<file path="src/common/bwt_pkg.sv">
package bwt_pkg;

	// ------------------------------------------------
	// occurrence block geometry
	// ------------------------------------------------
	localparam int BLOCK_BASES = 128;
	localparam int BLOCK_SHIFT = $clog2(BLOCK_BASES);
	localparam int L2_COUNT    = 4;  // bases A C G T
	localparam int LANE_BASES  = 32; // bases per 64-bit lane word

	// block offset j lives in lane j / LANE_BASES
	// at bits 2*(j % LANE_BASES) + 1 .. 2*(j % LANE_BASES)

	// ------------------------------------------------
	// index types
	// ------------------------------------------------
	typedef logic [63:0] bwt_pos_t;   // position or interval bound
	typedef logic [31:0] occ_cnt_t;   // base count at block start
	typedef logic [63:0] bwt_bases_t; // one lane of packed block bases
	typedef logic [31:0] dram_addr_t; // block number

endpackage

</file>
<file path="src/common/read_pkg.sv">
package read_pkg;

	localparam int READ_NUM_WIDTH = 8;
	localparam int MAX_READ_LEN   = 128;

	typedef logic [READ_NUM_WIDTH-1:0] read_num_t;
	typedef logic [1:0]                base_t;       // A=0 C=1 G=2 T=3
	typedef logic [7:0]                read_len_t;
	typedef logic [2*MAX_READ_LEN-1:0] read_bases_t; // base i at bits 2i+1..2i
	typedef logic [511:0]              load_word_t;
	typedef logic [511:0]              result_word_t;

	// ------------------------------------------------
	// load word layout
	// ------------------------------------------------
	// read words
	localparam int LW_BASES_LSB    = 0;
	localparam int LW_LEN_LSB      = 256;
	localparam int LW_MIN_INTV_LSB = 264;

	// first word of a batch
	localparam int LW_PRIMARY_LSB = 0;
	localparam int LW_L2_LSB      = 64;  // L2_0..L2_3 in consecutive 64-bit fields
	localparam int LW_CNT_T_LSB   = 320; // occurrences of T in the text

	// ------------------------------------------------
	// result word layout, unused bits zero
	// ------------------------------------------------
	localparam int RW_NUM_LSB = 0;
	localparam int RW_LEN_LSB = 8;
	localparam int RW_K_LSB   = 64;
	localparam int RW_L_LSB   = 128;

endpackage

</file>
<file path="src/common/smem_ifs.sv">


interface result_if
	import bwt_pkg::*;
	import read_pkg::*;
();
	logic      valid;     // held with data until ready
	logic      ready;     // low while the result FIFO is full
	logic      last;
	read_num_t read_num;
	read_len_t match_len;
	bwt_pos_t  k;
	bwt_pos_t  l;

	modport source (output valid, last, read_num, match_len, k, l, input ready);
	modport sink   (input valid, last, read_num, match_len, k, l, output ready);
endinterface

</file>
<file path="src/hdl/result_out.sv">
module result_out
	import bwt_pkg::*;
	import read_pkg::*;
#(
	parameter int RESULT_DEPTH = 4 // power of two
) (
	input  logic         clk_32ui_i,
	input  logic         rst_n_i,
	result_if.sink       res_i,
	output logic         output_request_o,
	input  logic         output_permit_i,
	output result_word_t output_data_o,
	output logic         output_valid_o,
	output logic         output_finish_o
);

	localparam int PW = $clog2(RESULT_DEPTH);

	typedef enum logic {WAIT, SEND} state_t;

	state_t        state;
	read_num_t     fifo_num  [RESULT_DEPTH];
	read_len_t     fifo_len  [RESULT_DEPTH];
	bwt_pos_t      fifo_k    [RESULT_DEPTH];
	bwt_pos_t      fifo_l    [RESULT_DEPTH];
	logic          fifo_last [RESULT_DEPTH];
	logic [PW-1:0] wr_ptr;
	logic [PW-1:0] rd_ptr;
	logic [PW:0]   count;
	logic          push;
	logic          pop;
	logic          finish_q;   // word in flight is the last one
	result_word_t  head_word;

	assign res_i.ready      = (count != (PW+1)'(RESULT_DEPTH));
	assign push             = res_i.valid && res_i.ready;
	assign output_request_o = (state == WAIT) && (count != '0);
	assign pop              = output_request_o && output_permit_i;

	assign output_valid_o  = (state == SEND);
	assign output_finish_o = (state == SEND) && finish_q;

	// head of the FIFO in result word form
	always_comb begin
		head_word = '0;
		head_word[RW_NUM_LSB +: READ_NUM_WIDTH]     = fifo_num[rd_ptr];
		head_word[RW_LEN_LSB +: $bits(read_len_t)]  = fifo_len[rd_ptr];
		head_word[RW_K_LSB +: $bits(bwt_pos_t)]     = fifo_k[rd_ptr];
		head_word[RW_L_LSB +: $bits(bwt_pos_t)]     = fifo_l[rd_ptr];
	end

	// ------------------------------------------------
	// FIFO pointers and request/permit FSM
	// ------------------------------------------------
	always_ff @(posedge clk_32ui_i) begin
		if (!rst_n_i) begin
			state  <= WAIT;
			wr_ptr <= '0;
			rd_ptr <= '0;
			count  <= '0;
		end else begin
			if (push)
				wr_ptr <= wr_ptr + 1'b1;
			if (pop)
				rd_ptr <= rd_ptr + 1'b1;
			count <= count + push - pop;
			state <= pop ? SEND : WAIT; // SEND lasts one cycle
		end
	end

	always_ff @(posedge clk_32ui_i) begin
		if (push) begin
			fifo_num[wr_ptr]  <= res_i.read_num;
			fifo_len[wr_ptr]  <= res_i.match_len;
			fifo_k[wr_ptr]    <= res_i.k;
			fifo_l[wr_ptr]    <= res_i.l;
			fifo_last[wr_ptr] <= res_i.last;
		end
		if (pop) begin
			output_data_o <= head_word;
			finish_q      <= fifo_last[rd_ptr];
		end
	end

	a_valid_after_permit: assert property (@(posedge clk_32ui_i) disable iff (!rst_n_i)
		output_valid_o |-> $past(output_permit_i && output_request_o))
		else $error("result_out: output_valid_o without a granted request");

endmodule

</file>
<file path="src/flat_wrapper.sv">
// flat-port wrapper written by rule: the top's interface ports become plain ports
module result_out_flat import bwt_pkg::*; import read_pkg::*;
#(
	parameter int RESULT_DEPTH = 4                
)
  (clk_32ui_i, rst_n_i, output_request_o, output_permit_i, output_data_o, output_valid_o, output_finish_o, res_i_valid, res_i_last, res_i_read_num, res_i_match_len, res_i_k, res_i_l, res_i_ready);
  result_if res_i_i ();
  input  logic clk_32ui_i;
  input  logic rst_n_i;
  output logic output_request_o;
  input  logic output_permit_i;
  output result_word_t output_data_o;
  output logic output_valid_o;
  output logic output_finish_o;
  input wire logic [$bits(res_i_i.valid)-1:0] res_i_valid;
  input wire logic [$bits(res_i_i.last)-1:0] res_i_last;
  input wire logic [$bits(res_i_i.read_num)-1:0] res_i_read_num;
  input wire logic [$bits(res_i_i.match_len)-1:0] res_i_match_len;
  input wire logic [$bits(res_i_i.k)-1:0] res_i_k;
  input wire logic [$bits(res_i_i.l)-1:0] res_i_l;
  output wire logic [$bits(res_i_i.ready)-1:0] res_i_ready;
  assign res_i_i.valid = res_i_valid;
  assign res_i_i.last = res_i_last;
  assign res_i_i.read_num = res_i_read_num;
  assign res_i_i.match_len = res_i_match_len;
  assign res_i_i.k = res_i_k;
  assign res_i_i.l = res_i_l;
  assign res_i_ready = res_i_i.ready;
  result_out #(.RESULT_DEPTH(RESULT_DEPTH)) u_core (.clk_32ui_i(clk_32ui_i), .rst_n_i(rst_n_i), .res_i(res_i_i), .output_request_o(output_request_o), .output_permit_i(output_permit_i), .output_data_o(output_data_o), .output_valid_o(output_valid_o), .output_finish_o(output_finish_o));
endmodule
</file>
<file path="config.mk">
export PLATFORM = sky130hd
export DESIGN_NAME = result_out_flat
export DESIGN_NICKNAME = d
export VERILOG_FILES = /design/src/common/bwt_pkg.sv /design/src/common/read_pkg.sv /design/src/common/smem_ifs.sv /design/src/hdl/result_out.sv /design/src/flat_wrapper.sv
export SDC_FILE = /design/constraint.sdc
export NUM_CORES = 1
export LEC_CHECK = 0
export BUFFER_PORTS_ARGS = -buffer_cell sky130_fd_sc_hd__buf_4
export CAP_MARGIN = 10
export CORE_AREA = 2 2 257 259
export CTS_BUF_LIST = sky130_fd_sc_hd__clkbuf_2
export CTS_CLUSTER_DIAMETER = 60
export DETAILED_ROUTE_END_ITERATION = 12
export DIE_AREA = 0 0 259 261
export GPL_ROUTABILITY_DRIVEN = 0
export MAX_ROUTING_LAYER = met4
export PLACE_DENSITY = 0.68
export SETUP_SLACK_MARGIN = 0.3
export SLEW_MARGIN = 10
export SYNTH_ARGS = -nofsm -noshare
export SYNTH_HDL_FRONTEND = slang
export SYNTH_SLANG_ARGS = --single-unit
</file>
<file path="constraint.sdc">
create_clock -name clk_32ui_i -period 28 [get_ports clk_32ui_i]
set_input_delay 1.4 -clock clk_32ui_i [delete_from_list [all_inputs] [get_ports clk_32ui_i]]
set_output_delay 1.4 -clock clk_32ui_i [all_outputs]
set_load 0.02 [all_outputs]
</file>
==> results of run 1 <==
==> routing by layer <==
layer | GRT usage (%) | wire, um | up-vias
li1 | - | - | 5493
met1 | 20.2 | 22100 | 6496
met2 | 27.3 | 29900 | 587
met3 | 6.16 | 4920 | 79
met4 | 6.57 | 1150 | 0
met5 | - | 0 | -
==> layout by cell type, fill, tap and decap left out <==
cell type   instances
edfxtp_1          725
conb_1            368
buf_4             306
clkbuf_2          244
mux4_2            145
clkinv_1           49
diode_2            13
nand2_1             7
ha_1                6
dfxtp_1             6
inv_1               5
bufinv_16           5
clkinv_2            5
and2_4              4
and2_1              4
inv_2               4
mux2i_1             3
nor2_1              2
xnor2_1             2
clkinvlp_4          2
buf_12              2
dfxtp_4             2
a21boi_2            1
nor3_1              1
nor3b_2             1
nor2b_1             1
nand2b_1            1
o31ai_1             1
or4_1               1
a21boi_1            1
fa_1                1
clkinv_4            1
==> state kept, by name, indices dropped and copies added, names as in the netlist <==
| signal | cells |
|---|---|
| u_core.fifo_l | 256 |
| u_core.output_valid_o | 1 |
| u_core.count | 3 |
| u_core.output_data_o | 144 |
| u_core.finish_q | 1 |
| u_core.fifo_last | 4 |
| u_core.fifo_len | 32 |
| u_core.fifo_num | 32 |
| u_core.fifo_k | 256 |
| u_core.rd_ptr | 2 |
| u_core.wr_ptr | 2 |
==> through the flow <==
step	util (%)	worst slack [ps]	hold slack (ps)	power [uW]	instances
floorplan	-	13490	468	1940	1690
global placement	46.6	24380	475	2080	2460
detailed placement	46.6	24330	505	2090	2460
CTS	49.1	24170	258	2780	2770
global route	49.2	24120	286	2870	2782
finish	49.2	24290	388	2730	2783
==> where the power goes <==
group          total [uW]  internal (uW)  leakage, uW  switching, uW
Clock                 682            282      0.00120            400
Combinational         568            230      0.00359            337
Sequential           1480           1410      0.00673           74.1
Total                2730           1920       0.0115            811
==> logic make-up after synthesis <==
logic type	Yosys count	share of synthesized area, %
buffers and inverters	407	11.0
DFF	733	76.6
other	1	0.0131
adders and majority gates	7	0.332
xor gates and xnor gates	2	0.0612
and+or+nand+nor	22	0.406
AOI/OAI and AO/OA	3	0.0918
muxes	148	11.5
==> worst min-delay path by stage <==
stage,startpoint,end,slack [ps],depth (start not counted)
2_1_floorplan,u_core.wr_ptr[1]$_SDFFE_PN0P_,u_core.wr_ptr[1]$_SDFFE_PN0P_,470,2
3_3_place_gp,u_core.wr_ptr[1]$_SDFFE_PN0P_,u_core.wr_ptr[1]$_SDFFE_PN0P_,480,2
3_5_place_dp,u_core.wr_ptr[1]$_SDFFE_PN0P_,u_core.wr_ptr[1]$_SDFFE_PN0P_,500,2
4_1_cts,res_i_k[28],u_core.fifo_k[3][28]$_DFFE_PP_,260,1
5_1_grt,res_i_l[11],u_core.fifo_l[2][11]$_DFFE_PP_,290,1
6_report,res_i_k[28],u_core.fifo_k[0][28]$_DFFE_PP_,390,1
==> cell type report <==
type	count	area (um^2)
well taps	864	1080
inverters	5	18.8
clock buffers	244	1220
clock inverters	66	398
fillers	5380	33100
repair buffers	308	2340
multi-input cells	550	4950
flip-flops and latches	733	21900
diodes	13	32.5
==> critical path: stages (launching register included) <==
cell and delay, ps:
dfxtp_1 390, nor3_1 490, nor2_1 80, buf_4 180
==> flow_summary.toml, run 1 <==
[floorplanning]
die_h_um = 261
start_util_pct = 44.0
ios = 665
fp.dieArea_um2 = 67600
die_w_um = 259
core-area_um2 = 65000
rows = 94

[yosys]
yosysMostFrequentCell = "edfxtp_1"
ys_top_cells_by_area = "edfxtp_1 76%, mux4_2 11%, buf_4 9.7%, buf_12 0.84%, dfxtp_1 0.56%"
netlist_instances = 1323
synth_top_area_share_pct = 76.0
synth_commonest_cells = "725 x edfxtp_1, 370 x buf_4, 145 x mux4_2"
avgSynthCellArea_um2 = 21.6
synth_edf_count = 725
synth_area_leader_cell = "edfxtp_1"
synth-main-ff-cell = "edfxtp_1"
ys_warn_count = 0
ys_seq_area_share_pct = 76.6
yosysUniqueCellTypes = 25
syn-cell-area_um2 = 28600
synthArstFlopShare_pct = 0
ys_ff_latch = 733

[global_route]
overflow = 0
grt_pass1_wl_mm = 81.1
grt_max_degree = 148
track_usage_pct = 17.2
grt_pass1_vias = 12800
antenna_found_initial = 13

[setup_path]
rr_startpoint = "u_core.count[1]$_SDFF_PN0_"
cp.arrival_ps = 2310
crit_start = "u_core.count[1]$_SDFF_PN0_"
cp_max_fo = 4
cp-endpoint = "output_request_o"
reg2reg_to = "u_core.fifo_l[3][45]$_DFFE_PP_"
crit_path_end_kind = "primary output"
crit_required_ps = 26600
ff2ff_path_depth = 4
critPathLaunchType = "flop"
setup.worst_path.class = "reg -> out"
reg2reg_slack_ps = 25220

[clocking]
cts-buffers-inserted = 172
cts_resized = 0
cts_setup_buffers = 0
clock-root-buffer = "clkbuf_2"
hold_buffers = 0
cts_buffer_depth = 3
cts_tree = "built"
insertion_delay_ps = 1210
clk_pin_slew_worst_paths_ps = 110
cts_max_level = 4
clock_sinks = 733

[placement]
portBuffers = 296
dpl_cell_area_um2 = 30300
dp_hpwl_mm = 36.0

[detailed_routing]
vias_per_cell = 4.55
drc_errors = 0
drtIter0Drc = 955
routed_wl_mm = 58.1
drtPass1Iterations = 4
ant_nets = 0
routedWlPerCell_um = 20.9
vias = 12700

[sta]
setup_viol = 0
worst_pin_slew_ps = 1070
fin_crit_sh_pct = 13.3
rsz0062_at_grt = "false"
fmax_mhz = 269
maxSlewViolCount = 0
tns_ps = 0
period_minus_slack_ps = 3710
finClkSkew_ps = 110
slew_headroom_pct = 28.3
timing_hold_violations_final = 0

[cells_and_area]
drive_above_1_share_pct = 37.9
area_growth_pct = 11.6
design_area_um2 = 32000
nets = 1926

[power]
irDropWorstVdd_mv = 0.143
p_leak_uw = 0.0115
power_density_nw_per_um2 = 85.5

[run]
drv_cap = 0

[outcome]
status = "finished clean"

[min_path]
min_path_type = "in -> reg"
Note: power is estimated with default switching activity, not from simulation.
==> run 2, diff against run 1 <==
Settings changed: ABC_AREA set to 1, CORE_AREA 2 2 257 259 to 2 2 259 261, DIE_AREA 0 0 259 261 to 0 0 261 263, PLACE_DENSITY 0.68 to 0.7.
Clock period 28 ns to 3.1 ns, I/O delays scaled along.
==> flow_summary.toml, run 2 <==
[global_route]
track_usage_pct = 20.0
antenna_found_initial = 17
grt_pass1_vias = 18700
grt_pass1_wl_mm = 102
grt_max_degree = 189
overflow = 0

[setup_path]
rr_startpoint = "u_core.count[1]$_SDFF_PN0_"
cp_max_fo = 4
cp_common_cell = "inv_1"
crit_chain = "inv_1 -> nand2_4 -> nand2_1 -> inv_1 -> buf_4"
crit_path_end_kind = "primary output"
setup.worst_path.class = "reg -> out"
slowest_stage = "dfxtp_1"
cp.arrival_ps = 2200
ff2ff_path_depth = 10
crit_required_ps = 2940
cp_top_family = "flip-flops"
reg2reg_to = "u_core.count[0]$_SDFF_PN0_"
critical_path_buf_inv_count = 3
reg2reg_slack_ps = 930
critPathLaunchType = "flop"
cpPeakStageDelay_ps = 400

[detailed_routing]
ant_nets = 0
drtPass1Iterations = 5
drc_errors = 0
vias_per_cell = 4.88
vias = 18100
routedWlPerCell_um = 18.3
drtIter0Drc = 1257
routed_wl_mm = 67.8

[yosys]
ys_warn_count = 0
synth-main-ff-cell = "edfxtp_1"
netlist_instances = 1985
synthArstFlopShare_pct = 0
ys_top_cells_by_area = "edfxtp_1 75%, buf_4 9.9%, nor2_1 3.9%, o22ai_1 3.1%, o21ai_0 2.6%"
syn-cell-area_um2 = 28900
synth_commonest_cells = "725 x edfxtp_1, 382 x buf_4, 302 x nor2_1"
synth_area_leader_cell = "edfxtp_1"
yosysMostFrequentCell = "edfxtp_1"
synth_edf_count = 725
ys_ff_latch = 733
synth_top_area_share_pct = 75.3
yosysUniqueCellTypes = 20
avgSynthCellArea_um2 = 14.6
ys_seq_area_share_pct = 75.8

[sta]
rsz0062_at_grt = "false"
maxSlewViolCount = 0
worst_pin_slew_ps = 1120
fmax_mhz = 425
slew_headroom_pct = 25.1
timing_hold_violations_final = 0
fin_crit_sh_pct = 75.9
setup_viol = 0
period_minus_slack_ps = 2350
fin_ws_ps = 747
finClkSkew_ps = 141

[run]
drv_cap = 0

[floorplanning]
core-area_um2 = 65600
start_util_pct = 44.1
rows = 94
die_h_um = 263
die_w_um = 261
ios = 665
fp.dieArea_um2 = 68600

[power]
power_uw = 26100
irDropWorstVdd_mv = 0.744
p_leak_uw = 0.0134
power_density_nw_per_um2 = 732

[clocking]
cts-buffers-inserted = 168
clk_pin_slew_worst_paths_ps = 140
cts_max_level = 4
cts_buffer_depth = 3
cts_tree = "built"
insertion_delay_ps = 1370
clock-root-buffer = "clkbuf_2"
clock_sinks = 733

[placement]
place_ws_ps = 1080
portBuffers = 296
dp_hpwl_mm = 35.3

[outcome]
status = "finished clean"

[min_path]
min_from = "res_i_l[47]"
min_to = "u_core.fifo_l[1][47]$_DFFE_PP_"
whs_path_depth = 3
min_path_type = "in -> reg"

[cells_and_area]
area_growth_pct = 23.4
mostFrequentLayoutCell = "edfxtp_1"
top_regs = "u_core.fifo_k: 256 flops, u_core.fifo_l: 256 flops, u_core.output_data_o: 144 flops"
final_cell_mix = "725 x edfxtp_1, 368 x conb_1, 330 x dlygate4sd3_1"
nets = 2866
fillCellCount = 5109
drive_above_1_share_pct = 20.9
run 2: changes by cell type in the layout (fill, tap and decap cells not counted), moves of 16 or more:
| cell | delta |
|---|---|
| nor2_1 | +295 |
| o21ai_0 | +148 |
| o22ai_1 | +145 |
| mux4_2 | -145 |
| clkinv_1 | -16 |
| dlygate4sd3_1 | +330 |
| o21ai_1 | +145 |
run 2: cell type report:
cell class / instances / area (um^2) / share of cell area (%)
Sequential cell: 733 / 21900 / 61.5
Timing Repair Buffer: 652 / 5900 / 16.5
Multi-Input combinational cell: 1133 / 5130 / 14.4
Clock buffer: 238 / 1190 / 3.34
Tap cell: 864 / 1080 / 3.03
Clock inverter: 48 / 322 / 0.901
Inverter: 22 / 96.3 / 0.270
Antenna cell: 17 / 42.5 / 0.119
run 2: power by group:
part / total (uW) / switching (uW) / internal (uW)
registers: 13400 / 492 / 12900
logic: 6660 / 4540 / 2120
clock network: 6080 / 3680 / 2410
run 2: stage by stage:
stage               cell area (um^2)  hold WS, ps  util [%]  instances  TNS (ps)
detailed placement             30800          357      46.9       3071         0
finish                         35700          165      54.4       3707         0
CTS                            35600         1.27      54.3       3688         0
floorplan                      30400          248         -       2352   -109440
global placement               30800          353      46.9       3071         0
global route                   35700         59.3      54.4       3707         0
run 2: worst register-to-register path, stage by stage (launching register included):
cell           delay [ps]
dfxtp_4               380
nor2_4                140
nand2_4                80
nand3_4               110
clkinvlp_4             90
ha_1                  280
inv_1                  40
ha_1                  270
nand2_1                70
inv_1                  40
dlygate4sd3_1         550
run 2: timing repair:
item | 4_1_cts | 5_1_grt
setup buffers | 0 | 3
endpoints found under the setup margin | 0 | 1
gates resized for setup | 0 | 3
hold buffers | 331 | 0
endpoints found under the hold margin | 1313 | 0
run 2: metal layers:
metal	routed length [um]	vias to the layer above	global-route usage [%]	share of wire (%)
met3	5020	167	5.37	7.4
met5	0	-	-	0
met2	36100	914	34.3	53
met4	2960	0	11.2	4.4
met1	23800	8911	20.5	35
li1	-	8108	-	-
run 2: worst max-delay path by stage:
stage / startpoint / to / slack [ps] / cells after the start
final: u_core.count[2]$_SDFF_PN0_ / output_request_o / 750 / 5
after global routing: u_core.count[2]$_SDFF_PN0_ / output_request_o / 560 / 5
after CTS: u_core.count[1]$_SDFF_PN0_ / u_core.count[0]$_SDFF_PN0_ / 380 / 11
after detailed placement: u_core.count[0]$_SDFF_PN0_ / u_core.count[1]$_SDFF_PN0_ / 1080 / 10
after global placement: u_core.count[0]$_SDFF_PN0_ / u_core.count[1]$_SDFF_PN0_ / 1130 / 10
after floorplan: u_core.count[0]$_SDFF_PN0_ / u_core.count[1]$_SDFF_PN0_ / -1050 / 10
run 2: logic make-up (layout without fill, tap and decap cells):
family,count (synthesis),count (layout),share of synthesized area [%]
DFF,733,733,75.8
buffers and inverters,486,960,11.5
AOI/OAI and AO/OA,440,440,8.24
and+or+nand+nor,318,318,4.14
adders and majority gates,7,7,0.329
other,1,385,0.0130
