===== config.mk =====
export PLATFORM = sky130hd
export DESIGN_NAME = extend_ctrl_flat
export DESIGN_NICKNAME = d
export VERILOG_FILES = /design/src/common/bwt_pkg.sv /design/src/common/read_pkg.sv /design/src/common/smem_ifs.sv /design/src/extend/occ_count.sv /design/src/extend/extend_ctrl.sv /design/src/flat_wrapper.sv
export SDC_FILE = /design/constraint.sdc
export NUM_CORES = 2
export LEC_CHECK = 0
export BUFFER_PORTS_ARGS = -buffer_cell sky130_fd_sc_hd__buf_2
export CAP_MARGIN = 20
export CORE_AREA = 2 2 648 650
export CTS_BUF_LIST = sky130_fd_sc_hd__clkbuf_4 sky130_fd_sc_hd__clkbuf_8
export DETAILED_ROUTE_END_ITERATION = 7
export DIE_AREA = 0 0 650 652
export HOLD_SLACK_MARGIN = 0.03
export PLACE_DENSITY = 0.49
export SLEW_MARGIN = 0
export SYNTH_ARGS = -nofsm -noshare
export SYNTH_HDL_FRONTEND = slang
export SYNTH_SLANG_ARGS = --single-unit

===== constraint.sdc =====
create_clock -name clk_32ui_i -period 121.1 [get_ports clk_32ui_i]
set_input_delay 6.055 -clock clk_32ui_i [delete_from_list [all_inputs] [get_ports clk_32ui_i]]
set_output_delay 6.055 -clock clk_32ui_i [all_outputs]
set_load 0.05 [all_outputs]

===== src/common/bwt_pkg.sv =====
package bwt_pkg;

	// ------------------------------------------------
	// occurrence block geometry
	// ------------------------------------------------
	localparam int BLOCK_BASES = 128;
	localparam int BLOCK_SHIFT = $clog2(BLOCK_BASES);
	localparam int L2_COUNT    = 4;  // bases A C G T
	localparam int LANE_BASES  = 32; // bases per 64-bit lane word

	// block offset j lives in lane j / LANE_BASES
	// at bits 2*(j % LANE_BASES) + 1 .. 2*(j % LANE_BASES)

	// ------------------------------------------------
	// index types
	// ------------------------------------------------
	typedef logic [63:0] bwt_pos_t;   // position or interval bound
	typedef logic [31:0] occ_cnt_t;   // base count at block start
	typedef logic [63:0] bwt_bases_t; // one lane of packed block bases
	typedef logic [31:0] dram_addr_t; // block number

endpackage


===== src/common/read_pkg.sv =====
package read_pkg;

	localparam int READ_NUM_WIDTH = 8;
	localparam int MAX_READ_LEN   = 128;

	typedef logic [READ_NUM_WIDTH-1:0] read_num_t;
	typedef logic [1:0]                base_t;       // A=0 C=1 G=2 T=3
	typedef logic [7:0]                read_len_t;
	typedef logic [2*MAX_READ_LEN-1:0] read_bases_t; // base i at bits 2i+1..2i
	typedef logic [511:0]              load_word_t;
	typedef logic [511:0]              result_word_t;

	// ------------------------------------------------
	// load word layout
	// ------------------------------------------------
	// read words
	localparam int LW_BASES_LSB    = 0;
	localparam int LW_LEN_LSB      = 256;
	localparam int LW_MIN_INTV_LSB = 264;

	// first word of a batch
	localparam int LW_PRIMARY_LSB = 0;
	localparam int LW_L2_LSB      = 64;  // L2_0..L2_3 in consecutive 64-bit fields
	localparam int LW_CNT_T_LSB   = 320; // occurrences of T in the text

	// ------------------------------------------------
	// result word layout, unused bits zero
	// ------------------------------------------------
	localparam int RW_NUM_LSB = 0;
	localparam int RW_LEN_LSB = 8;
	localparam int RW_K_LSB   = 64;
	localparam int RW_L_LSB   = 128;

endpackage


===== src/common/smem_ifs.sv =====
interface read_if
	import bwt_pkg::*;
	import read_pkg::*;
();
	logic        new_read;       // one-cycle pulse from the extender
	logic        new_read_valid; // next read, one cycle after new_read
	logic        batch_done;     // same slot, once every read is out
	logic        load_done;
	logic        last;           // final read of the batch
	read_num_t   read_num;
	read_bases_t bases;
	read_len_t   len;
	read_len_t   min_intv;
	bwt_pos_t    primary;
	bwt_pos_t    l2 [L2_COUNT];
	bwt_pos_t    text_len;       // L2_3 plus count of T

	modport source (
		input  new_read,
		output new_read_valid, batch_done, load_done, last, read_num, bases, len,
		       min_intv, primary, l2, text_len
	);

	modport sink (
		output new_read,
		input  new_read_valid, batch_done, load_done, last, read_num, bases, len,
		       min_intv, primary, l2, text_len
	);
endinterface

interface result_if
	import bwt_pkg::*;
	import read_pkg::*;
();
	logic      valid;     // held with data until ready
	logic      ready;     // low while the result FIFO is full
	logic      last;
	read_num_t read_num;
	read_len_t match_len;
	bwt_pos_t  k;
	bwt_pos_t  l;

	modport source (output valid, last, read_num, match_len, k, l, input ready);
	modport sink   (input valid, last, read_num, match_len, k, l, output ready);
endinterface


===== src/extend/occ_count.sv =====
module occ_count
	import bwt_pkg::*;
	import read_pkg::*;
(
	input  logic       clk_32ui_i,
	input  logic       rst_n_i,
	input  base_t      base_i,
	input  bwt_pos_t   pos_i,
	input  bwt_pos_t   primary_i,
	input  occ_cnt_t   cnt_i   [L2_COUNT],
	input  bwt_bases_t bases_i [L2_COUNT],
	output bwt_pos_t   occ_o
);

	bwt_pos_t                 adj_pos;
	logic [BLOCK_SHIFT-1:0]   offset;   // lookup offset inside the block
	logic [BLOCK_SHIFT:0]     hits;

	// skip the sentinel slot at primary
	assign adj_pos = (pos_i >= primary_i) ? pos_i - 1'b1 : pos_i;
	assign offset  = adj_pos[BLOCK_SHIFT-1:0];

	// count base_i among block offsets below offset
	always_comb begin
		base_t lane_base;
		hits = '0;
		for (int j = 0; j < BLOCK_BASES; j++) begin
			lane_base = bases_i[j / LANE_BASES][2*(j % LANE_BASES) +: 2];
			if (j < int'(offset) && lane_base == base_i)
				hits = hits + 1'b1;
		end
	end

	always_ff @(posedge clk_32ui_i) begin
		occ_o <= bwt_pos_t'(cnt_i[base_i]) + bwt_pos_t'(hits);
	end

	// one block can add at most BLOCK_BASES
	a_occ_range: assert property (@(posedge clk_32ui_i) disable iff (!rst_n_i)
		occ_o <= bwt_pos_t'($past(cnt_i[base_i])) + BLOCK_BASES)
		else $error("occ_count: count beyond block range");

endmodule


===== src/extend/extend_ctrl.sv =====
module extend_ctrl
	import bwt_pkg::*;
	import read_pkg::*;
(
	input  logic       clk_32ui_i,
	input  logic       rst_n_i,
	read_if.sink       rd_i,
	result_if.source   res_o,
	output logic       dram_valid_o,
	output dram_addr_t addr_k_o,
	output dram_addr_t addr_l_o,
	input  logic       dram_get_i,
	input  occ_cnt_t   cnt_a0_i, cnt_a1_i, cnt_a2_i, cnt_a3_i,
	input  bwt_bases_t cnt_b0_i, cnt_b1_i, cnt_b2_i, cnt_b3_i,
	input  occ_cnt_t   cntl_a0_i, cntl_a1_i, cntl_a2_i, cntl_a3_i,
	input  bwt_bases_t cntl_b0_i, cntl_b1_i, cntl_b2_i, cntl_b3_i
);

	typedef enum logic [2:0] {IDLE, FETCH, REQUEST, COUNT, UPDATE, RESULT, DONE} state_t;

	state_t      state;
	bwt_pos_t    k;           // last accepted interval
	bwt_pos_t    l;
	bwt_pos_t    new_k;
	bwt_pos_t    new_l;
	bwt_pos_t    occ_k;
	bwt_pos_t    occ_l;
	read_bases_t bases_q;
	read_len_t   idx;         // bases still to extend
	read_len_t   min_intv_q;
	read_len_t   match_len;
	read_num_t   read_num_q;
	logic        last_q;
	logic        new_read_q;
	logic        narrow;      // new interval below min_intv
	base_t       cur_base;
	occ_cnt_t    cnt_k [L2_COUNT];
	occ_cnt_t    cnt_l [L2_COUNT];
	bwt_bases_t  blk_k [L2_COUNT];
	bwt_bases_t  blk_l [L2_COUNT];

	assign cnt_k = '{cnt_a0_i, cnt_a1_i, cnt_a2_i, cnt_a3_i};
	assign blk_k = '{cnt_b0_i, cnt_b1_i, cnt_b2_i, cnt_b3_i};
	assign cnt_l = '{cntl_a0_i, cntl_a1_i, cntl_a2_i, cntl_a3_i};
	assign blk_l = '{cntl_b0_i, cntl_b1_i, cntl_b2_i, cntl_b3_i};

	assign cur_base = base_t'(bases_q >> {idx - 1'b1, 1'b0}); // base at idx-1
	assign narrow   = (new_l - new_k) < bwt_pos_t'(min_intv_q);

	// occ registered in the cycle of dram_get_i
	occ_count u_occ_k (
		.clk_32ui_i(clk_32ui_i), .rst_n_i(rst_n_i), .base_i(cur_base), .pos_i(k),
		.primary_i(rd_i.primary), .cnt_i(cnt_k), .bases_i(blk_k), .occ_o(occ_k)
	);

	occ_count u_occ_l (
		.clk_32ui_i(clk_32ui_i), .rst_n_i(rst_n_i), .base_i(cur_base), .pos_i(l),
		.primary_i(rd_i.primary), .cnt_i(cnt_l), .bases_i(blk_l), .occ_o(occ_l)
	);

	assign dram_valid_o = (state == REQUEST);
	assign addr_k_o     = dram_addr_t'(k >> BLOCK_SHIFT);
	assign addr_l_o     = dram_addr_t'(l >> BLOCK_SHIFT);
	assign rd_i.new_read = new_read_q;

	assign res_o.valid     = (state == RESULT);
	assign res_o.last      = last_q;
	assign res_o.read_num  = read_num_q;
	assign res_o.match_len = match_len;
	assign res_o.k         = k;
	assign res_o.l         = l;

	// ------------------------------------------------
	// per-read FSM
	// ------------------------------------------------
	always_ff @(posedge clk_32ui_i) begin
		if (!rst_n_i) begin
			state      <= IDLE;
			new_read_q <= 1'b0;
		end else begin
			new_read_q <= 1'b0;
			case (state)
				IDLE: if (rd_i.load_done) begin
					new_read_q <= 1'b1;
					state      <= FETCH;
				end
				FETCH: if (rd_i.batch_done)
					state <= DONE;
				else if (rd_i.new_read_valid)
					state <= (rd_i.len == '0) ? RESULT : REQUEST;
				REQUEST: if (dram_get_i)
					state <= COUNT;
				COUNT: state <= UPDATE;
				UPDATE: state <= (narrow || idx == read_len_t'(1)) ? RESULT : REQUEST;
				RESULT: if (res_o.ready) begin
					new_read_q <= 1'b1; // ask for the next read right away
					state      <= FETCH;
				end
				default: state <= DONE;
			endcase
		end
	end

	// interval datapath
	always_ff @(posedge clk_32ui_i) begin
		case (state)
			FETCH: if (rd_i.new_read_valid) begin
				read_num_q <= rd_i.read_num;
				bases_q    <= rd_i.bases;
				idx        <= rd_i.len;
				min_intv_q <= rd_i.min_intv;
				last_q     <= rd_i.last;
				match_len  <= '0;
				k          <= '0;
				l          <= rd_i.text_len; // whole text
			end
			COUNT: begin
				new_k <= rd_i.l2[cur_base] + occ_k;
				new_l <= rd_i.l2[cur_base] + occ_l;
			end
			UPDATE: if (!narrow) begin
				k         <= new_k;
				l         <= new_l;
				match_len <= match_len + 1'b1;
				idx       <= idx - 1'b1;
			end
			default: ;
		endcase
	end

	a_addr_hold: assert property (@(posedge clk_32ui_i) disable iff (!rst_n_i)
		dram_valid_o && !dram_get_i |=> dram_valid_o && $stable(addr_k_o) && $stable(addr_l_o))
		else $error("extend_ctrl: DRAM request changed before dram_get_i");

endmodule


===== src/flat_wrapper.sv =====
// flat-port wrapper written by rule: the top's interface ports become plain ports
module extend_ctrl_flat import bwt_pkg::*; import read_pkg::*;
  (clk_32ui_i, rst_n_i, dram_valid_o, addr_k_o, addr_l_o, dram_get_i, cnt_a0_i, cnt_a1_i, cnt_a2_i, cnt_a3_i, cnt_b0_i, cnt_b1_i, cnt_b2_i, cnt_b3_i, cntl_a0_i, cntl_a1_i, cntl_a2_i, cntl_a3_i, cntl_b0_i, cntl_b1_i, cntl_b2_i, cntl_b3_i, rd_i_new_read, rd_i_new_read_valid, rd_i_batch_done, rd_i_load_done, rd_i_last, rd_i_read_num, rd_i_bases, rd_i_len, rd_i_min_intv, rd_i_primary, rd_i_l2, rd_i_text_len, res_o_valid, res_o_last, res_o_read_num, res_o_match_len, res_o_k, res_o_l, res_o_ready);
  read_if rd_i_i ();
  result_if res_o_i ();
  input  logic clk_32ui_i;
  input  logic rst_n_i;
  output logic dram_valid_o;
  output dram_addr_t addr_k_o;
  output dram_addr_t addr_l_o;
  input  logic dram_get_i;
  input  occ_cnt_t cnt_a0_i;
  input  occ_cnt_t cnt_a1_i;
  input  occ_cnt_t cnt_a2_i;
  input  occ_cnt_t cnt_a3_i;
  input  bwt_bases_t cnt_b0_i;
  input  bwt_bases_t cnt_b1_i;
  input  bwt_bases_t cnt_b2_i;
  input  bwt_bases_t cnt_b3_i;
  input  occ_cnt_t cntl_a0_i;
  input  occ_cnt_t cntl_a1_i;
  input  occ_cnt_t cntl_a2_i;
  input  occ_cnt_t cntl_a3_i;
  input  bwt_bases_t cntl_b0_i;
  input  bwt_bases_t cntl_b1_i;
  input  bwt_bases_t cntl_b2_i;
  input  bwt_bases_t cntl_b3_i;
  output wire logic [$bits(rd_i_i.new_read)-1:0] rd_i_new_read;
  input wire logic [$bits(rd_i_i.new_read_valid)-1:0] rd_i_new_read_valid;
  input wire logic [$bits(rd_i_i.batch_done)-1:0] rd_i_batch_done;
  input wire logic [$bits(rd_i_i.load_done)-1:0] rd_i_load_done;
  input wire logic [$bits(rd_i_i.last)-1:0] rd_i_last;
  input wire logic [$bits(rd_i_i.read_num)-1:0] rd_i_read_num;
  input wire logic [$bits(rd_i_i.bases)-1:0] rd_i_bases;
  input wire logic [$bits(rd_i_i.len)-1:0] rd_i_len;
  input wire logic [$bits(rd_i_i.min_intv)-1:0] rd_i_min_intv;
  input wire logic [$bits(rd_i_i.primary)-1:0] rd_i_primary;
  input wire logic [$bits(rd_i_i.l2)-1:0] rd_i_l2;
  input wire logic [$bits(rd_i_i.text_len)-1:0] rd_i_text_len;
  output wire logic [$bits(res_o_i.valid)-1:0] res_o_valid;
  output wire logic [$bits(res_o_i.last)-1:0] res_o_last;
  output wire logic [$bits(res_o_i.read_num)-1:0] res_o_read_num;
  output wire logic [$bits(res_o_i.match_len)-1:0] res_o_match_len;
  output wire logic [$bits(res_o_i.k)-1:0] res_o_k;
  output wire logic [$bits(res_o_i.l)-1:0] res_o_l;
  input wire logic [$bits(res_o_i.ready)-1:0] res_o_ready;
  assign rd_i_new_read = rd_i_i.new_read;
  assign rd_i_i.new_read_valid = rd_i_new_read_valid;
  assign rd_i_i.batch_done = rd_i_batch_done;
  assign rd_i_i.load_done = rd_i_load_done;
  assign rd_i_i.last = rd_i_last;
  assign rd_i_i.read_num = rd_i_read_num;
  assign rd_i_i.bases = rd_i_bases;
  assign rd_i_i.len = rd_i_len;
  assign rd_i_i.min_intv = rd_i_min_intv;
  assign rd_i_i.primary = rd_i_primary;
  assign rd_i_i.l2 = {>>{rd_i_l2}};
  assign rd_i_i.text_len = rd_i_text_len;
  assign res_o_valid = res_o_i.valid;
  assign res_o_last = res_o_i.last;
  assign res_o_read_num = res_o_i.read_num;
  assign res_o_match_len = res_o_i.match_len;
  assign res_o_k = res_o_i.k;
  assign res_o_l = res_o_i.l;
  assign res_o_i.ready = res_o_ready;
  extend_ctrl u_core (.clk_32ui_i(clk_32ui_i), .rst_n_i(rst_n_i), .rd_i(rd_i_i), .res_o(res_o_i), .dram_valid_o(dram_valid_o), .addr_k_o(addr_k_o), .addr_l_o(addr_l_o), .dram_get_i(dram_get_i), .cnt_a0_i(cnt_a0_i), .cnt_a1_i(cnt_a1_i), .cnt_a2_i(cnt_a2_i), .cnt_a3_i(cnt_a3_i), .cnt_b0_i(cnt_b0_i), .cnt_b1_i(cnt_b1_i), .cnt_b2_i(cnt_b2_i), .cnt_b3_i(cnt_b3_i), .cntl_a0_i(cntl_a0_i), .cntl_a1_i(cntl_a1_i), .cntl_a2_i(cntl_a2_i), .cntl_a3_i(cntl_a3_i), .cntl_b0_i(cntl_b0_i), .cntl_b1_i(cntl_b1_i), .cntl_b2_i(cntl_b2_i), .cntl_b3_i(cntl_b3_i));
endmodule

==> results.toml <==
[routing]
wl_mm = 507.8
vias = 92620
drt-initial-drc-count = 7945
drc_errors = 0
post_drt_via_cell_ratio = 4.907
wire_per_inst_microns = 26.90
drt.antenna.violating_nets = 0
detailedRoute.firstPassIterationCount = 6

[placement]
portBuffers = 1647
place.gp.congestion = 1.045
detailedPlacementHpwl_mm = 439.9

[die]
placement_rows = 237
num_io_pins = 1652
die_w_microns = 650
floorplan.die_area_sq_um = 423800
core_area_sq_um = 416000
initial_util = 0.2192
die_height_microns = 652

[synthesis]
synth-edff-count = 545
synth_area_leader_cell = "sky130_fd_sc_hd__edfxtp_1"
synth.cell_area_sq_um = 91200
ranking_of_synthesized_cells_by_area = "sky130_fd_sc_hd__edfxtp_1, sky130_fd_sc_hd__xnor2_1, sky130_fd_sc_hd__ha_1"
ys_warn_count = 0
sequential_area_share_after_synthesis = 0.1948
async_flop_share = 0
postSynthRegisterBits = 615
synth_fp_nets = 13315
synth.top_cell.area_share = 0.1795
dominantRegCellSynth = "sky130_fd_sc_hd__edfxtp_1"
synth_cell_type_count = 127
syn_avg_cell_area_sq_um = 8.047
post_synth_inst_count = 11333

[clock_network]
cts_htree_levels = 3
postCtsResizedCells = 0
cts_buffers = 114
clk_pin_slew_worst_paths_ns = 0.11
cts_tree = "yes"
hold_buffers = 0
clk-insertion-delay-late_ns = 0.93
cts_root_cell = "sky130_fd_sc_hd__clkbuf_8"
tritoncts_num_sinks = 615
post_cts.repair.setup_buffers = 0
clock_tree.buffer_depth = 3

[timing]
fmax_mhz = 10.69
final_hold_viol_count = 0
slew_headroom = 0.005797
clk_skew_ns = 0.1443
worst_pin_slew_ns = 1.484
slew_violations = 0
tns_ns = 0
final_clock_period_utilization_by_the_worst_path = 0.7725
timing.final.crit_period_ns = 93.54
rsz0062_at_grt = "no"
final_report_setup_violation_count = 0

[cells_and_area]
drive_above_1_share = 0.1993
syn2layout_area_growth_pct = 20.71
num-fill-cells = 45896
layout.nets = 14905

[setup_path]
ws_path_type = "primary input to register"
worst_path_largest_cell_delay_ns = 0.81
worst_ep_required_time_ns = 121.76
crit_path_top_delay_cell = "sky130_fd_sc_hd__nor3b_1"
startpoint_type = "primary input"
critical_path.most_common_cell = "sky130_fd_sc_hd__ha_1"
crit_arrival_ns = 94.20
critPathCaptureType = "register"
worstPathMaxFanout = 19

[flow_run]
drv_cap = 1

[grt]
grt_use_total = 0.2275
grt_max_degree = 129
grt_remaining_overflow = 0
grt_pass1_wl_mm = 677.8
grt_antenna_before_repair = 295
grt_pass1_vias = 85438

[worst_hold_path]
hold_path_class = "register to register"

[status]
status = "finished with violations"
violations = "capacitance limit"
-- metal layers --
| metal | routed length [microns] | track usage |
|---|---|---|
| met5 | 1064 | 0 |
| met4 | 23920 | 0.09770 |
| met3 | 46620 | 0.06385 |
| met2 | 219300 | 0.3490 |
| met1 | 216900 | 0.2967 |
-- cell type report --
class                           count  area, sq um  share of cell area
Timing Repair Buffer             1905        10240             0.09302
Clock buffer                      146         1809             0.01644
Sequential cell                   615        17770              0.1614
Tap cell                         5497         6878             0.06248
Multi-Input combinational cell   9687        69700              0.6332
Clock inverter                     59        520.5            0.004728
Inverter                          600         2252             0.02046
Antenna cell                      365        913.4            0.008297
-- layout by cell type, fill, tap and decap left out, types with 62 or more instances in the layout --
master	n
sky130_fd_sc_hd__nand2b_1	103
sky130_fd_sc_hd__nand3_1	416
sky130_fd_sc_hd__mux4_2	72
sky130_fd_sc_hd__nand2_1	1406
sky130_fd_sc_hd__o211ai_1	76
sky130_fd_sc_hd__o22ai_1	63
sky130_fd_sc_hd__a31oi_1	136
sky130_fd_sc_hd__or3_1	73
sky130_fd_sc_hd__a211oi_1	115
sky130_fd_sc_hd__clkbuf_8	114
sky130_fd_sc_hd__o21bai_1	87
sky130_fd_sc_hd__xnor3_1	68
sky130_fd_sc_hd__xor2_1	700
sky130_fd_sc_hd__nor4_1	84
sky130_fd_sc_hd__nor3_1	254
sky130_fd_sc_hd__mux2_2	83
sky130_fd_sc_hd__buf_2	1647
sky130_fd_sc_hd__ha_1	536
sky130_fd_sc_hd__nand4_1	148
sky130_fd_sc_hd__nor2_1	996
sky130_fd_sc_hd__diode_2	365
sky130_fd_sc_hd__xnor2_1	1442
sky130_fd_sc_hd__dfxtp_1	70
sky130_fd_sc_hd__and3_1	124
sky130_fd_sc_hd__or2_2	62
sky130_fd_sc_hd__inv_1	595
sky130_fd_sc_hd__and2_1	164
sky130_fd_sc_hd__mux2i_1	120
sky130_fd_sc_hd__nor3b_1	68
sky130_fd_sc_hd__o21ai_0	455
sky130_fd_sc_hd__edfxtp_1	545
sky130_fd_sc_hd__a21oi_1	509
sky130_fd_sc_hd__buf_4	250
sky130_fd_sc_hd__a21o_1	73
sky130_fd_sc_hd__nor2b_1	107
-- worst max-delay path, delay by kind of cell --
family,cells,cell delay [ns]
compound gates,88,16.67
buf+inv,34,2.89
xor+xnor,3,0.77
fa+ha+maj,125,38.22
simple gates,113,17.02
mux,46,12.49
-- through the flow --
| step | hold WS, ns | instance area, sq um | std cells | setup WS (ns) | utilization |
|---|---|---|---|---|---|
| after CTS | 0.4772 | 109200 | 18507 | 28.36 | 0.2624 |
| after global placement | 0.5454 | 106800 | 18299 | 28.40 | 0.2567 |
| after detailed placement | 0.5455 | 106800 | 18302 | 27.85 | 0.2568 |
| final | 0.4933 | 110100 | 18874 | 27.56 | 0.2646 |
| after global routing | 0.5131 | 109600 | 18663 | 21.33 | 0.2633 |
| after floorplan | 0.5085 | 91200 | 11333 | 33.39 | - |
-- cell usage after synthesis (34+ instances only) --
| cell | count |
|---|---|
| sky130_fd_sc_hd__a2111oi_0 | 40 |
| sky130_fd_sc_hd__a211oi_1 | 126 |
| sky130_fd_sc_hd__a21boi_0 | 34 |
| sky130_fd_sc_hd__a21o_1 | 74 |
| sky130_fd_sc_hd__a21oi_1 | 514 |
| sky130_fd_sc_hd__a22oi_1 | 35 |
| sky130_fd_sc_hd__a31oi_1 | 140 |
| sky130_fd_sc_hd__and2_1 | 164 |
| sky130_fd_sc_hd__and3_1 | 124 |
| sky130_fd_sc_hd__and4_1 | 45 |
| sky130_fd_sc_hd__buf_1 | 49 |
| sky130_fd_sc_hd__buf_4 | 79 |
| sky130_fd_sc_hd__clkbuf_1 | 267 |
| sky130_fd_sc_hd__dfxtp_1 | 70 |
| sky130_fd_sc_hd__edfxtp_1 | 545 |
| sky130_fd_sc_hd__ha_1 | 537 |
| sky130_fd_sc_hd__inv_1 | 595 |
| sky130_fd_sc_hd__mux2_2 | 83 |
| sky130_fd_sc_hd__mux2i_1 | 123 |
| sky130_fd_sc_hd__mux4_2 | 72 |
| sky130_fd_sc_hd__nand2_1 | 1406 |
| sky130_fd_sc_hd__nand2b_1 | 103 |
| sky130_fd_sc_hd__nand3_1 | 416 |
| sky130_fd_sc_hd__nand4_1 | 148 |
| sky130_fd_sc_hd__nor2_1 | 999 |
| sky130_fd_sc_hd__nor2b_1 | 108 |
| sky130_fd_sc_hd__nor3_1 | 255 |
| sky130_fd_sc_hd__nor3b_1 | 70 |
| sky130_fd_sc_hd__nor4_1 | 93 |
| sky130_fd_sc_hd__o2111a_1 | 37 |
| sky130_fd_sc_hd__o2111ai_1 | 43 |
| sky130_fd_sc_hd__o211ai_1 | 76 |
| sky130_fd_sc_hd__o21a_1 | 46 |
| sky130_fd_sc_hd__o21ai_0 | 469 |
| sky130_fd_sc_hd__o21ai_1 | 43 |
| sky130_fd_sc_hd__o21bai_1 | 87 |
| sky130_fd_sc_hd__o22ai_1 | 65 |
| sky130_fd_sc_hd__o31ai_1 | 61 |
| sky130_fd_sc_hd__or2_2 | 62 |
| sky130_fd_sc_hd__or3_1 | 73 |
| sky130_fd_sc_hd__xnor2_1 | 1449 |
| sky130_fd_sc_hd__xnor2_2 | 53 |
| sky130_fd_sc_hd__xnor3_1 | 68 |
| sky130_fd_sc_hd__xor2_1 | 700 |
-- worst paths after layout --
check / slack, ns / from / to / depth (start not counted)
worst max-delay path: 27.56 / rd_i_primary[47] / u_core.u_occ_l.occ_o[31]$_DFF_P_ / 409
worst max register to register: 31.41 / u_core.idx[0]$_DFFE_PP_ / u_core.u_occ_l.occ_o[31]$_DFF_P_ / 412
worst min register to register: 0.49 / u_core.new_l[4]$_DFFE_PP_ / u_core.res_o.l[4]$_DFFE_PP_ / 2
worst min-delay path: 0.49 / u_core.new_l[4]$_DFFE_PP_ / u_core.res_o.l[4]$_DFFE_PP_ / 2
-- state kept, by name, indices dropped and copies added, names as in the netlist --
signal                  count
u_core.bases_q            256
u_core.new_k               64
u_core.new_l               64
u_core.res_o.k             64
u_core.res_o.l             64
u_core.u_occ_k.occ_o       33
u_core.u_occ_l.occ_o       33
u_core.idx                  8
u_core.min_intv_q           8
u_core.res_o.match_len      8
u_core.res_o.read_num       8
u_core.state                3
u_core.rd_i.new_read        1
u_core.res_o.last           1
-- cell families after synthesis --
| kind of cell | Yosys count | synth area share |
|---|---|---|
| buffers and inverters | 1031 | 0.04728 |
| AO/OA/AOI/OAI | 2245 | 0.1643 |
| AND/OR/NAND/NOR | 4254 | 0.2236 |
| multiplexers | 282 | 0.04211 |
| flip-flops | 615 | 0.1948 |
| adder cells (fa/ha/maj) | 558 | 0.07653 |
| XOR/XNOR | 2348 | 0.2513 |
Power is left out: the tool's default activity adds up to more than one toggle a clock period on the data nets, which glitch-free logic cannot reach.
